<file path="src/source/ecc_pkg.sv">
package ecc_pkg;

    // ~~~~~~~~~~~~~~~~~~~~~~~~~~~~~~~~~~~~~~
    // widths and words.
    // ~~~~~~~~~~~~~~~~~~~~~~~~~~~~~~~~~~~~~~
    localparam int REG_SPACE_BIT = 12; // set selects the registers.

    typedef logic [17:0]              data_t;
    typedef logic [5:0]               parity_t;
    typedef logic [12:0]              addr_t;
    typedef logic [31:0]              word_t;
    typedef logic [1:0]               resp_t;
    typedef logic [15:0]              count_t;
    typedef logic [REG_SPACE_BIT-1:0] reg_off_t;

    typedef struct packed {
        parity_t parity;
        data_t   data;
    } codeword_t;

    // ~~~~~~~~~~~~~~~~~~~~~~~~~~~~~~~~~~~~~~
    // axi4-lite channels.
    // ~~~~~~~~~~~~~~~~~~~~~~~~~~~~~~~~~~~~~~
    typedef struct packed {
        addr_t awaddr;
        logic  awvalid;
    } axil_aw_t;

    typedef struct packed {
        word_t      wdata;
        logic [3:0] wstrb;
        logic       wvalid;
    } axil_w_t;

    typedef struct packed {
        addr_t araddr;
        logic  arvalid;
    } axil_ar_t;

    typedef struct packed {
        resp_t bresp;
        logic  bvalid;
    } axil_b_t;

    typedef struct packed {
        word_t rdata;
        resp_t rresp;
        logic  rvalid;
    } axil_r_t;

    localparam resp_t RESP_OKAY   = 2'b00;
    localparam resp_t RESP_SLVERR = 2'b10;

    localparam reg_off_t CTRL_OFFSET  = 12'h000; // bit 0 is bypass.
    localparam reg_off_t FLIP_OFFSET  = 12'h004;
    localparam reg_off_t COUNT_OFFSET = 12'h008; // read only.

    // every data bit sits in an odd number of checks, so double errors give even weight.
    function automatic parity_t ecc_check_bits(data_t d);
        parity_t p;
        p[0] = d[0] ^ d[1] ^ d[3] ^ d[4] ^ d[6] ^ d[8] ^ d[10] ^ d[11] ^ d[13] ^ d[15] ^ d[17];
        p[1] = d[0] ^ d[2] ^ d[3] ^ d[5] ^ d[6] ^ d[9] ^ d[10] ^ d[12] ^ d[13] ^ d[16] ^ d[17];
        p[2] = d[1] ^ d[2] ^ d[3] ^ d[7] ^ d[8] ^ d[9] ^ d[10] ^ d[14] ^ d[15] ^ d[16] ^ d[17];
        p[3] = d[4] ^ d[5] ^ d[6] ^ d[7] ^ d[8] ^ d[9] ^ d[10];
        p[4] = d[11] ^ d[12] ^ d[13] ^ d[14] ^ d[15] ^ d[16] ^ d[17];
        p[5] = d[0] ^ d[1] ^ d[2] ^ d[4] ^ d[5] ^ d[7] ^ d[10] ^ d[11] ^ d[12] ^ d[14] ^ d[17];
        return p;
    endfunction

endpackage

</file>
<file path="src/source/ecc_secded_18.sv">
`timescale 1ns/1ps

module ecc_secded_18 (
    input  ecc_pkg::codeword_t stored,
    input  logic               bypass,
    output ecc_pkg::data_t     data,
    output ecc_pkg::data_t     mask,
    output logic               sbit_err,
    output logic               dbit_err
);
    import ecc_pkg::*;

    parity_t syndrome;
    data_t   fix;    // one-hot flip from the table.
    logic    single;
    logic    double;

    assign syndrome = stored.parity ^ ecc_check_bits(stored.data);

    // one column per data bit.
    always_comb begin
        fix    = '0;
        double = 1'b0;
        case (syndrome)
            6'b100011: fix[0]  = 1'b1;
            6'b100101: fix[1]  = 1'b1;
            6'b100110: fix[2]  = 1'b1;
            6'b000111: fix[3]  = 1'b1;
            6'b101001: fix[4]  = 1'b1;
            6'b101010: fix[5]  = 1'b1;
            6'b001011: fix[6]  = 1'b1;
            6'b101100: fix[7]  = 1'b1;
            6'b001101: fix[8]  = 1'b1;
            6'b001110: fix[9]  = 1'b1;
            6'b101111: fix[10] = 1'b1;
            6'b110001: fix[11] = 1'b1;
            6'b110010: fix[12] = 1'b1;
            6'b010011: fix[13] = 1'b1;
            6'b110100: fix[14] = 1'b1;
            6'b010101: fix[15] = 1'b1;
            6'b010110: fix[16] = 1'b1;
            6'b110111: fix[17] = 1'b1;
            // clean word, or a flipped check bit.
            6'b000000, 6'b000001, 6'b000010, 6'b000100,
            6'b001000, 6'b010000, 6'b100000: fix = '0;
            default: double = 1'b1;
        endcase
    end

    assign single = (|syndrome) & !double;

    assign mask     = bypass ? '0 : fix;
    assign data     = stored.data ^ mask; // raw on a double error.
    assign sbit_err = !bypass & single;
    assign dbit_err = !bypass & double;

endmodule

</file>
<file path="src/source/ecc_axil_write.sv">
`timescale 1ns/1ps

module ecc_axil_write #(
    parameter int DEPTH = 64
) (
    input  logic                     clk,
    input  logic                     arst_n,
    input  ecc_pkg::axil_aw_t        aw,
    input  ecc_pkg::axil_w_t         w,
    output logic                     awready,
    output logic                     wready,
    output ecc_pkg::axil_b_t         b,
    input  logic                     bready,
    output logic                     wr_en,
    output logic [$clog2(DEPTH)-1:0] wr_index,
    output ecc_pkg::codeword_t       wr_word,
    output logic                     bypass,
    output ecc_pkg::codeword_t       flip
);
    import ecc_pkg::*;

    localparam int IDX_W = $clog2(DEPTH);

    logic      accept;
    logic      to_regs;
    logic      bad_reg;
    reg_off_t  offset;
    data_t     data_in;
    codeword_t clean;

    assign awready = !b.bvalid;
    assign wready  = !b.bvalid;
    assign accept  = aw.awvalid & w.wvalid & awready; // both channels on one edge.
    assign to_regs = aw.awaddr[REG_SPACE_BIT];
    assign offset  = aw.awaddr[REG_SPACE_BIT-1:0];
    assign bad_reg = to_regs && offset != CTRL_OFFSET && offset != FLIP_OFFSET;
    assign data_in = w.wdata[$bits(data_t)-1:0];

    assign clean.data   = data_in;
    assign clean.parity = ecc_check_bits(data_in);

    // ~~~~~~~~~~~~~~~~~~~~~~~~~~~~~~~~~~~~~~
    // store port.
    // ~~~~~~~~~~~~~~~~~~~~~~~~~~~~~~~~~~~~~~
    assign wr_en    = accept & !to_regs;
    assign wr_index = aw.awaddr[IDX_W+1:2];
    assign wr_word  = clean ^ flip; // injected errors land here.

    always_ff @(posedge clk or negedge arst_n) begin
        if (!arst_n) begin
            bypass <= 1'b0;
            flip   <= '0;
        end else if (accept) begin
            if (!to_regs) begin
                flip <= '0; // mask is spent on one write.
            end else if (offset == CTRL_OFFSET) begin
                bypass <= w.wdata[0];
            end else if (offset == FLIP_OFFSET) begin
                flip <= w.wdata[$bits(codeword_t)-1:0];
            end
        end
    end

    always_ff @(posedge clk or negedge arst_n) begin
        if (!arst_n) begin
            b.bvalid <= 1'b0;
            b.bresp  <= RESP_OKAY;
        end else if (accept) begin
            b.bvalid <= 1'b1;
            b.bresp  <= bad_reg ? RESP_SLVERR : RESP_OKAY;
        end else if (bready) begin
            b.bvalid <= 1'b0;
        end
    end

    // a response is held until the master takes it.
    assert property (@(posedge clk) disable iff (!arst_n)
        b.bvalid && !bready |=> b.bvalid && $stable(b.bresp));

endmodule

</file>
<file path="src/source/ecc_axil_read.sv">
`timescale 1ns/1ps

module ecc_axil_read #(
    parameter int DEPTH = 64
) (
    input  logic                     clk,
    input  logic                     arst_n,
    input  ecc_pkg::axil_ar_t        ar,
    output logic                     arready,
    output ecc_pkg::axil_r_t         r,
    input  logic                     rready,
    input  logic                     bypass,
    input  ecc_pkg::codeword_t       flip,
    output logic                     rd_en,
    output logic [$clog2(DEPTH)-1:0] rd_index,
    input  ecc_pkg::codeword_t       rd_word
);
    import ecc_pkg::*;

    localparam int IDX_W = $clog2(DEPTH);

    typedef enum logic [1:0] {
        ST_IDLE,
        ST_ADDR, // store read issued.
        ST_DATA, // codeword on rd_word.
        ST_RESP
    } state_t;

    state_t state;
    state_t state_next;
    addr_t  pend_addr;
    logic   pend_regs;
    count_t count;
    data_t  data;
    data_t  mask;
    logic   sbit_err;
    logic   dbit_err;
    word_t  reg_data;
    logic   reg_ok;
    word_t  rdata_q;
    resp_t  rresp_q;

    ecc_secded_18 u_secded (
        .stored   (rd_word),
        .bypass   (bypass),
        .data     (data),
        .mask     (mask),
        .sbit_err (sbit_err),
        .dbit_err (dbit_err)
    );

    assign arready   = state == ST_IDLE;
    assign pend_regs = pend_addr[REG_SPACE_BIT];
    assign rd_en     = state == ST_ADDR && !pend_regs;
    assign rd_index  = pend_addr[IDX_W+1:2];
    assign r         = '{rdata: rdata_q, rresp: rresp_q, rvalid: state == ST_RESP};

    always_comb begin
        state_next = state;
        case (state)
            ST_IDLE: if (ar.arvalid) state_next = ST_ADDR;
            ST_ADDR: state_next = ST_DATA;
            ST_DATA: state_next = ST_RESP;
            ST_RESP: if (rready) state_next = ST_IDLE;
            default: state_next = ST_IDLE;
        endcase
    end

    always_ff @(posedge clk or negedge arst_n) begin
        if (!arst_n) state <= ST_IDLE;
        else         state <= state_next;
    end

    always_ff @(posedge clk) begin
        if (state == ST_IDLE && ar.arvalid) pend_addr <= ar.araddr;
    end

    // ~~~~~~~~~~~~~~~~~~~~~~~~~~~~~~~~~~~~~~
    // register file view.
    // ~~~~~~~~~~~~~~~~~~~~~~~~~~~~~~~~~~~~~~
    always_comb begin
        reg_data = '0;
        reg_ok   = 1'b1;
        case (pend_addr[REG_SPACE_BIT-1:0])
            CTRL_OFFSET:  reg_data[0] = bypass;
            FLIP_OFFSET:  reg_data[$bits(codeword_t)-1:0] = flip;
            COUNT_OFFSET: reg_data[$bits(count_t)-1:0] = count;
            default:      reg_ok = 1'b0;
        endcase
    end

    always_ff @(posedge clk) begin
        if (state == ST_DATA) begin
            if (pend_regs) begin
                rdata_q <= reg_data;
                rresp_q <= reg_ok ? RESP_OKAY : RESP_SLVERR;
            end else begin
                rdata_q <= {6'b0, dbit_err, sbit_err, rd_word.parity, data};
                rresp_q <= dbit_err ? RESP_SLVERR : RESP_OKAY;
            end
        end
    end

    // counts data-bit fixes only, sticks at full scale.
    always_ff @(posedge clk or negedge arst_n) begin
        if (!arst_n) begin
            count <= '0;
        end else if (state == ST_DATA && !pend_regs && (|mask) && count != '1) begin
            count <= count + 1'b1;
        end
    end

    assert property (@(posedge clk) disable iff (!arst_n)
        r.rvalid && !rready |=> r.rvalid && $stable(r.rdata));

endmodule

</file>
<file path="src/source/ecc_store.sv">
`timescale 1ns/1ps

module ecc_store #(
    parameter int DEPTH = 64
) (
    input  logic                     clk,
    input  logic                     wr_en,
    input  logic [$clog2(DEPTH)-1:0] wr_index,
    input  ecc_pkg::codeword_t       wr_word,
    input  logic                     rd_en,
    input  logic [$clog2(DEPTH)-1:0] rd_index,
    output ecc_pkg::codeword_t       rd_word
);
    import ecc_pkg::*;

    codeword_t mem [DEPTH];

    // known contents from time zero.
    initial begin
        for (int i = 0; i < DEPTH; i++) begin
            mem[i] = '0;
        end
    end

    always @(posedge clk) begin
        if (wr_en) mem[wr_index] <= wr_word;
    end

    always_ff @(posedge clk) begin
        if (rd_en) rd_word <= mem[rd_index]; // holds between reads.
    end

    // both paths slice the byte address, so a stray address would alias.
    assert property (@(posedge clk)
        (!wr_en || wr_index < DEPTH) && (!rd_en || rd_index < DEPTH));

endmodule

</file>
<file path="src/source/ecc_ram_top.sv">
`timescale 1ns/1ps

module ecc_ram_top #(
    parameter int DEPTH = 64
) (
    input  logic              clk,
    input  logic              arst_n,
    input  ecc_pkg::axil_aw_t aw,
    input  ecc_pkg::axil_w_t  w,
    output logic              awready,
    output logic              wready,
    output ecc_pkg::axil_b_t  b,
    input  logic              bready,
    input  ecc_pkg::axil_ar_t ar,
    output logic              arready,
    output ecc_pkg::axil_r_t  r,
    input  logic              rready
);
    import ecc_pkg::*;

    localparam int IDX_W = $clog2(DEPTH);

    logic             wr_en;
    logic [IDX_W-1:0] wr_index;
    codeword_t        wr_word;
    logic             rd_en;
    logic [IDX_W-1:0] rd_index;
    codeword_t        rd_word;
    logic             bypass;
    codeword_t        flip;

    ecc_axil_write #(.DEPTH(DEPTH)) u_write (
        .clk      (clk),
        .arst_n   (arst_n),
        .aw       (aw),
        .w        (w),
        .awready  (awready),
        .wready   (wready),
        .b        (b),
        .bready   (bready),
        .wr_en    (wr_en),
        .wr_index (wr_index),
        .wr_word  (wr_word),
        .bypass   (bypass),
        .flip     (flip)
    );

    ecc_axil_read #(.DEPTH(DEPTH)) u_read (
        .clk      (clk),
        .arst_n   (arst_n),
        .ar       (ar),
        .arready  (arready),
        .r        (r),
        .rready   (rready),
        .bypass   (bypass),
        .flip     (flip),
        .rd_en    (rd_en),
        .rd_index (rd_index),
        .rd_word  (rd_word)
    );

    ecc_store #(.DEPTH(DEPTH)) u_store (
        .clk      (clk),
        .wr_en    (wr_en),
        .wr_index (wr_index),
        .wr_word  (wr_word),
        .rd_en    (rd_en),
        .rd_index (rd_index),
        .rd_word  (rd_word)
    );

endmodule

</file>
<file path="config.mk">
export PLATFORM = sky130hd
export DESIGN_NAME = ecc_ram_top
export DESIGN_NICKNAME = d
export VERILOG_FILES = /design/src/source/ecc_pkg.sv /design/src/source/ecc_secded_18.sv /design/src/source/ecc_axil_write.sv /design/src/source/ecc_axil_read.sv /design/src/source/ecc_store.sv /design/src/source/ecc_ram_top.sv
export SDC_FILE = /design/constraint.sdc
export NUM_CORES = 2
export LEC_CHECK = 0
export ABC_CLOCK_PERIOD_IN_PS = 4400
export BUFFER_PORTS_ARGS = -buffer_cell sky130_fd_sc_hd__clkbuf_2
export CAP_MARGIN = 20
export CORE_ASPECT_RATIO = 0.9
export CORE_UTILIZATION = 45
export CTS_CLUSTER_DIAMETER = 60
export DETAILED_ROUTE_END_ITERATION = 10
export MAX_ROUTING_LAYER = met4
export PLACE_DENSITY = 0.66
export SYNTH_ARGS = -nofsm -noshare
export SYNTH_HDL_FRONTEND = slang
export SYNTH_HIERARCHICAL = 1
export SYNTH_SLANG_ARGS = --single-unit
export TNS_END_PERCENT = 30
</file>
<file path="constraint.sdc">
create_clock -name clk -period 4.4 [get_ports clk]
set_clock_uncertainty 0.15 [all_clocks]
set_input_delay 0.88 -clock clk [delete_from_list [all_inputs] [get_ports clk]]
set_output_delay 0.88 -clock clk [all_outputs]
set_load 0.1 [all_outputs]
</file>
; ---- After elaboration in Yosys (flattened, before gate mapping)
; Memory sizes are Yosys's and may differ from the RTL's. A register that Yosys moved wholly into a read port is not among the register bits.
; Cells that the tools add are included.
[totals]
reg_bits = 93
latchBits = 0
ramBits = 1536
romBits = 0
inputBits = 69
out_inout_bits = 41
wordCells = 223
memories = 1
[mem_list]
columns = name, depth, word_bits, read_ports, rd_ports_with_merged_regs, wr, line_no
row1 = u_store.mem, 64, 24, 1, 1, 1, ecc_store.sv:16  ; codeword_t mem [DEPTH];
[op_classes]
add_sub_neg = 1
n_mul = 0
div_mod_pow = 0
magnitude_cmp = 0
eq_ne = 36
n_shift = 0
n_mux = 39
bitwise_logic = 111
n_reduce_logical = 24
[op_table]
columns = op, count
row1 = 1-bit bitwise XOR, 102
row2 = 24-bit 2-to-1 mux, 4
row3 = "6-bit == test, second input constant", 12
row4 = 15-bit case mux with 2 select lines, 1
row5 = 25-bit OR reduction, 1
row6 = "12-bit by 3-bit == test with 1-bit output, second input constant", 2
row7 = "6-bit by 4-bit == test with 1-bit output, second input constant", 4
row8 = "6-bit by 5-bit == test with 1-bit output, second input constant", 4
row9 = 12-bit logical NOT, 2
row10 = 1-bit 2-to-1 mux, 24
row11 = 24-bit bitwise XOR, 1
row12 = 18-bit 2-to-1 mux, 1
row13 = 18-bit OR reduction, 1
row14 = 18-bit bitwise XOR, 1
row15 = "16-bit by 1-bit adder with 16-bit output, second input constant", 1
row16 = "16-bit != test, second input constant", 1
row17 = "12-bit by 4-bit == test with 1-bit output, second input constant", 1
row18 = "6-bit by 3-bit == test with 1-bit output, second input constant", 2
row19 = 2-bit 2-to-1 mux, 6
row20 = "12-bit by 3-bit != test with 1-bit output, second input constant", 1
row21 = 12-bit nonzero test, 1
row22 = 8-bit 2-to-1 mux, 1
row23 = 2-bit case mux with 4 select lines, 1
row24 = 1-bit logical AND, 7
row25 = other kinds (17), 29

; ---- Logic depth before layout (Yosys ltp)
[depth]
ltp_word = 17
mapped_depth = 13
ltp_nobuf = 12

; ---- By module
; The synthesis kept the hierarchy.
[by_module_without_submodules]
columns = mod, n_inst, cells_each, area_per_inst_um2, seq_area_each_um2
row1 = ecc_store, 1, 2610, 59535.8, 46844.9
row2 = ecc_axil_read, 1, 247, 2981.6, 1651.6
row3 = ecc_axil_write, 1, 142, 1650.3, 675.6
row4 = ecc_secded_18, 1, 138, 1196.1, 0.0

; ---- Worst setup path before layout
; No wires, ideal clock.
[synth_path]
path_kind = input port to flip-flop
startpoint = in w[22] in the netlist's numbering
endpoint = mem u_store/mem[0][20] in the netlist's numbering (data pin)
setup_ns = 0.567
arrival_time_ns = 3.311
required_ns = 3.683
path_slack_ns = 0.372
cell_stages = 4
n_path_buf = 0
cell_sequence = xor2_2 > xnor2_1 > xnor2_1 > xnor2_1
[synth_rtl]
columns = element, line_no
row1 = start: declaration, ecc_ram_top.sv:9  ; input ecc_pkg::axil_w_t w,
row2 = end: declaration, ecc_store.sv:16

; ---- Worst setup path in the final report
[layout_path]
startpoint = reg u_store/rd_word[0] (netlist name)
endpoint = reg u_read.count[1]
[layout_between]
elab_chain_len = 17
[layout_rtl]
columns = element, line_no
row1 = 1-bit bitwise XOR (on tied branches), "ecc_pkg.sv:61, ecc_pkg.sv:66, ecc_pkg.sv:62"
row2 = 1-bit bitwise XOR (on tied branches) (9 in series), "ecc_pkg.sv:61, ecc_pkg.sv:62, ecc_pkg.sv:66"
row3 = 6-bit bitwise XOR (*), ecc_secded_18.sv:18  ; assign syndrome = stored.parity ^ ecc_check_bits(stored.data);
row4 = 6-bit == test (*), ecc_secded_18.sv:24  ; case (syndrome)
row5 = 1-bit 2-to-1 mux (*), ecc_secded_18.sv:24
row6 = 18-bit 2-to-1 mux (*), ecc_secded_18.sv:52  ; assign mask = bypass ? '0 : fix;
row7 = net u_read.mask[14], ecc_axil_read.sv:35  ; data_t mask;
row8 = 18-bit OR reduction (*), ecc_axil_read.sv:108  ; end else if (state == ST_DATA && !pend_regs && (|mask) && count != '1) begin
row9 = 1-bit logical AND (*) (2 in series), ecc_axil_read.sv:108
row10 = end signal: assignment, ecc_axil_read.sv:109  ; count <= count + 1'b1;
row11 = end: declaration, ecc_axil_read.sv:33  ; count_t count;
; The timed path passes the listed nets; every way through them passes the cells marked *.
; A chain may end at the register's enable or synchronous reset.

==> results.toml <==
[die]
io_pins = 110
initial_utilization = 0.4539
coreArea_um2 = 144000
num_rows = 132
die-area_um2 = 146800
dieWidth_um = 403.7
die_h_um = 363.6

[worst_setup_path]
crit_buf_inv = 0
crit_path_max_incr_delay_ns = 0.56
start_kind = "register"
reg2reg_slack_ns = 0.42
path_delay_family = "XOR/XNOR gates"
crit_chain = "xnor3_1, xnor3_1, xnor2_1, or2_0, nor4_1, or4_4, o21a_1, and2_4, mux2_4"
end_kind = "register"
crit_arrival_ns = 4.48
crit_top_cell = "xnor3_1"
slowest_stage = "or4_4"
required_ns = 4.90
critPathKind = "register to register"
critPathMaxFanout = 12

[grt]
grt_pass1_wl_um = 226500
grt_pass1_vias = 31589
grt_max_degree = 75
grtUsageTotal = 0.2235
gr-total-overflow = 0
antenna_found_initial = 8

[synth]
synth-edff-count = 1600
synth-xor-area-share = 0.02106
synthSimpleGateAreaFrac = 0.02697
synth-seq-cells = 1645
syn-cell-area_um2 = 65360
synthAdderAreaFrac = 0.0009571
synth_top_family_by_area = "multiplexers"
syn_area_per_cell_um2 = 20.84
ys_warn_count = 6
yosysSeqAreaShare = 0.7523
synth_cells = 3137
ys_types = 86
synth_compound_area_frac = 0.03413
synth.area.mux_share = 0.1474
synth_top_flop_cell = "edfxtp_1"
async_flop_share = 0.02736

[drt]
met2_wirelength_um = 71630
drtAntennaViolNets = 0
vias = 32652
viasPerCell = 5.936
met3_length_um = 16070
drtIter0Drc = 4160
top_layer = "met4"
drt_pass1_iterations = 6
wl_met1_um = 67050
drc = 0
wire_per_inst_um = 28.89
wirelength_um = 158900

[placement]
port_buffers = 89
place_congestion = 0.9084
hpwlAfterDp_um = 96020

[sta]
max_freq_mhz = 251.2
finalSetupViolCount = 0
min_period_ns = 3.981
fin_crit_sh = 0.9047
finalMaxSlewViolations = 0
max-slew-margin-rel = 0.2811
fin_hold_ws_ns = 0.06298
grt_setup_unrepaired = "false"
tns_ns = 0
worst_pin_slew_ns = 1.077
hold_viol_final = 0

[power]
leakage_nw = 24.25
p_comb_frac = 0.208
p_per_area_nw_per_um2 = 539.2
p_clk_frac = 0.341
p_sw_w = 0.01139
p_int_w = 0.02905
seqPwrFrac = 0.450
vdd_drop_max_v = 0.0004818
swShare = 0.2817

[flow_run]
cap_violations = 0

[clock_network]
root_buffer = "clkbuf_16"
cts_hold_buf = 0
path_clk_slew_ns = 0.06
post_cts_buffers = 0
htreeDepth = 4
clockBufferDepth = 3
clk_latency_ns = 0.79
cts_sinks = 1645
numCtsBuffers = 164
cts_tree = "built"
post_cts_resized = 0

[finish]
final_common_cell = "edfxtp_1"
layout_common_cells = "edfxtp_1, mux4_2, clkbuf_16, buf_4, mux2i_1"
fin_nets = 3495
area_growth_pct = 14.74
drive_above_1_share = 0.3048

[min_path]
hp-class = "input port to async pin"

[status]
status = "complete, no violations"
## final timing paths
kind / startpoint / endpoint / cells past startpoint
worst min-delay path: arst_n / u_write/b[2] / 2
worst min register to register: u_write/b[2] / u_write/b[2] / 2
worst max register to register: u_store/rd_word[0] / u_read/count[1] / 9
min in group clk: ar[13] / u_read/pend_addr[12] / 1
max in group asynchronous: arst_n / u_write/flip[0] / 2
worst max-delay path: u_store/rd_word[0] / u_read/count[1] / 9
## registers in the layout (all words and copies together) (netlist names)
register	cells
u_store/rd_word	24
u_read/rresp_q	1
u_read/count	16
u_read/state	2
u_write/bypass	1
u_read/pend_addr	13
u_write/flip	24
u_read/rdata_q	26
u_store/mem	1536
u_write/b	2
## final cells by class
cell class / instances / area, um^2
clock inverter: 100 / 908.4
sequential: 1645 / 49170
timing repair buffer: 292 / 2345
inverter: 20 / 75.07
antenna: 5 / 12.51
tap: 1943 / 2431
multi-input combinational: 1298 / 15650
clock buffer: 198 / 4402
fill: 11200 / 69020
## logic make-up after synthesis
logic type,Yosys count
buffers and inverters,200
multiplexers,511
AND/OR/NAND/NOR,341
other,2
XOR/XNOR,130
flip-flops,1645
adder cells (fa/ha/maj),5
AO/OA/AOI/OAI,303
## per-layer routing
layer / vias up / track usage
li1: 13583 / -
met1: 17241 / 0.3207
met2: 1577 / 0.3211
met3: 251 / 0.05102
met4: 0 / 0.06365
met5: - / -
## power groups by stage
| stage | logic (W) | registers, W | clock network [W] |
|---|---|---|---|
| 3_3_place_gp | 0.00831 | 0.0185 | 0 |
| 6_report | 0.00842 | 0.0182 | 0.0138 |
| 2_1_floorplan | 0.00505 | 0.0192 | 0 |
| 5_1_grt | 0.00894 | 0.0182 | 0.0145 |
| 4_1_cts | 0.00838 | 0.0182 | 0.0140 |
| 3_5_place_dp | 0.00835 | 0.0185 | 0 |
## synthesized netlist by cell type (all sizes together), types with 2 or more instances
master  number  share of area
or3         10        0.00096
clkbuf      50         0.0029
xor2        55         0.0076
xnor2       62         0.0089
nand2       56         0.0033
nand3       40         0.0033
a22o        25         0.0033
nor4         9         0.0011
nand4       10         0.0011
o21ai       34         0.0026
xnor3       12         0.0042
o221ai       2        0.00027
mux4       355           0.12
ha           5        0.00096
mux2        58          0.010
a221o        4        0.00061
a221oi      52         0.0070
o21a        14         0.0016
or4          2        0.00034
dfrtp       45          0.017
buf        130          0.013
a31oi       17         0.0017
a21oi       42         0.0038
mux2i       98          0.015
and3b        2        0.00029
nand2b       8        0.00077
nor2b       17         0.0017
or2          6        0.00057
edfxtp    1600           0.74
and2         8        0.00080
nor3        12         0.0014
nor3b        4        0.00071
nor2       122         0.0070
a22oi       44         0.0058
o211a        2        0.00031
a211oi       3        0.00034
nand3b       5        0.00057
inv         19         0.0011
conb         2        0.00011
o211ai       4        0.00046
o22ai       53         0.0051
and4         2        0.00027
and3        22         0.0021
or3b         3        0.00040
## stage by stage
step	cells	setup slack (ns)	util	power, W	area [um^2]
final	5501	0.4192	0.5207	0.04044	75000
after CTS	5492	0.4505	0.5201	0.04058	74900
after floorplan	3143	0.3720	-	0.02426	65390
after global placement	5194	0.4473	0.4832	0.02684	69590
after global routing	5501	0.1530	0.5207	0.04170	75000
after detailed placement	5194	0.4827	0.4832	0.02689	69590
Power figures use the tool's default switching activity.
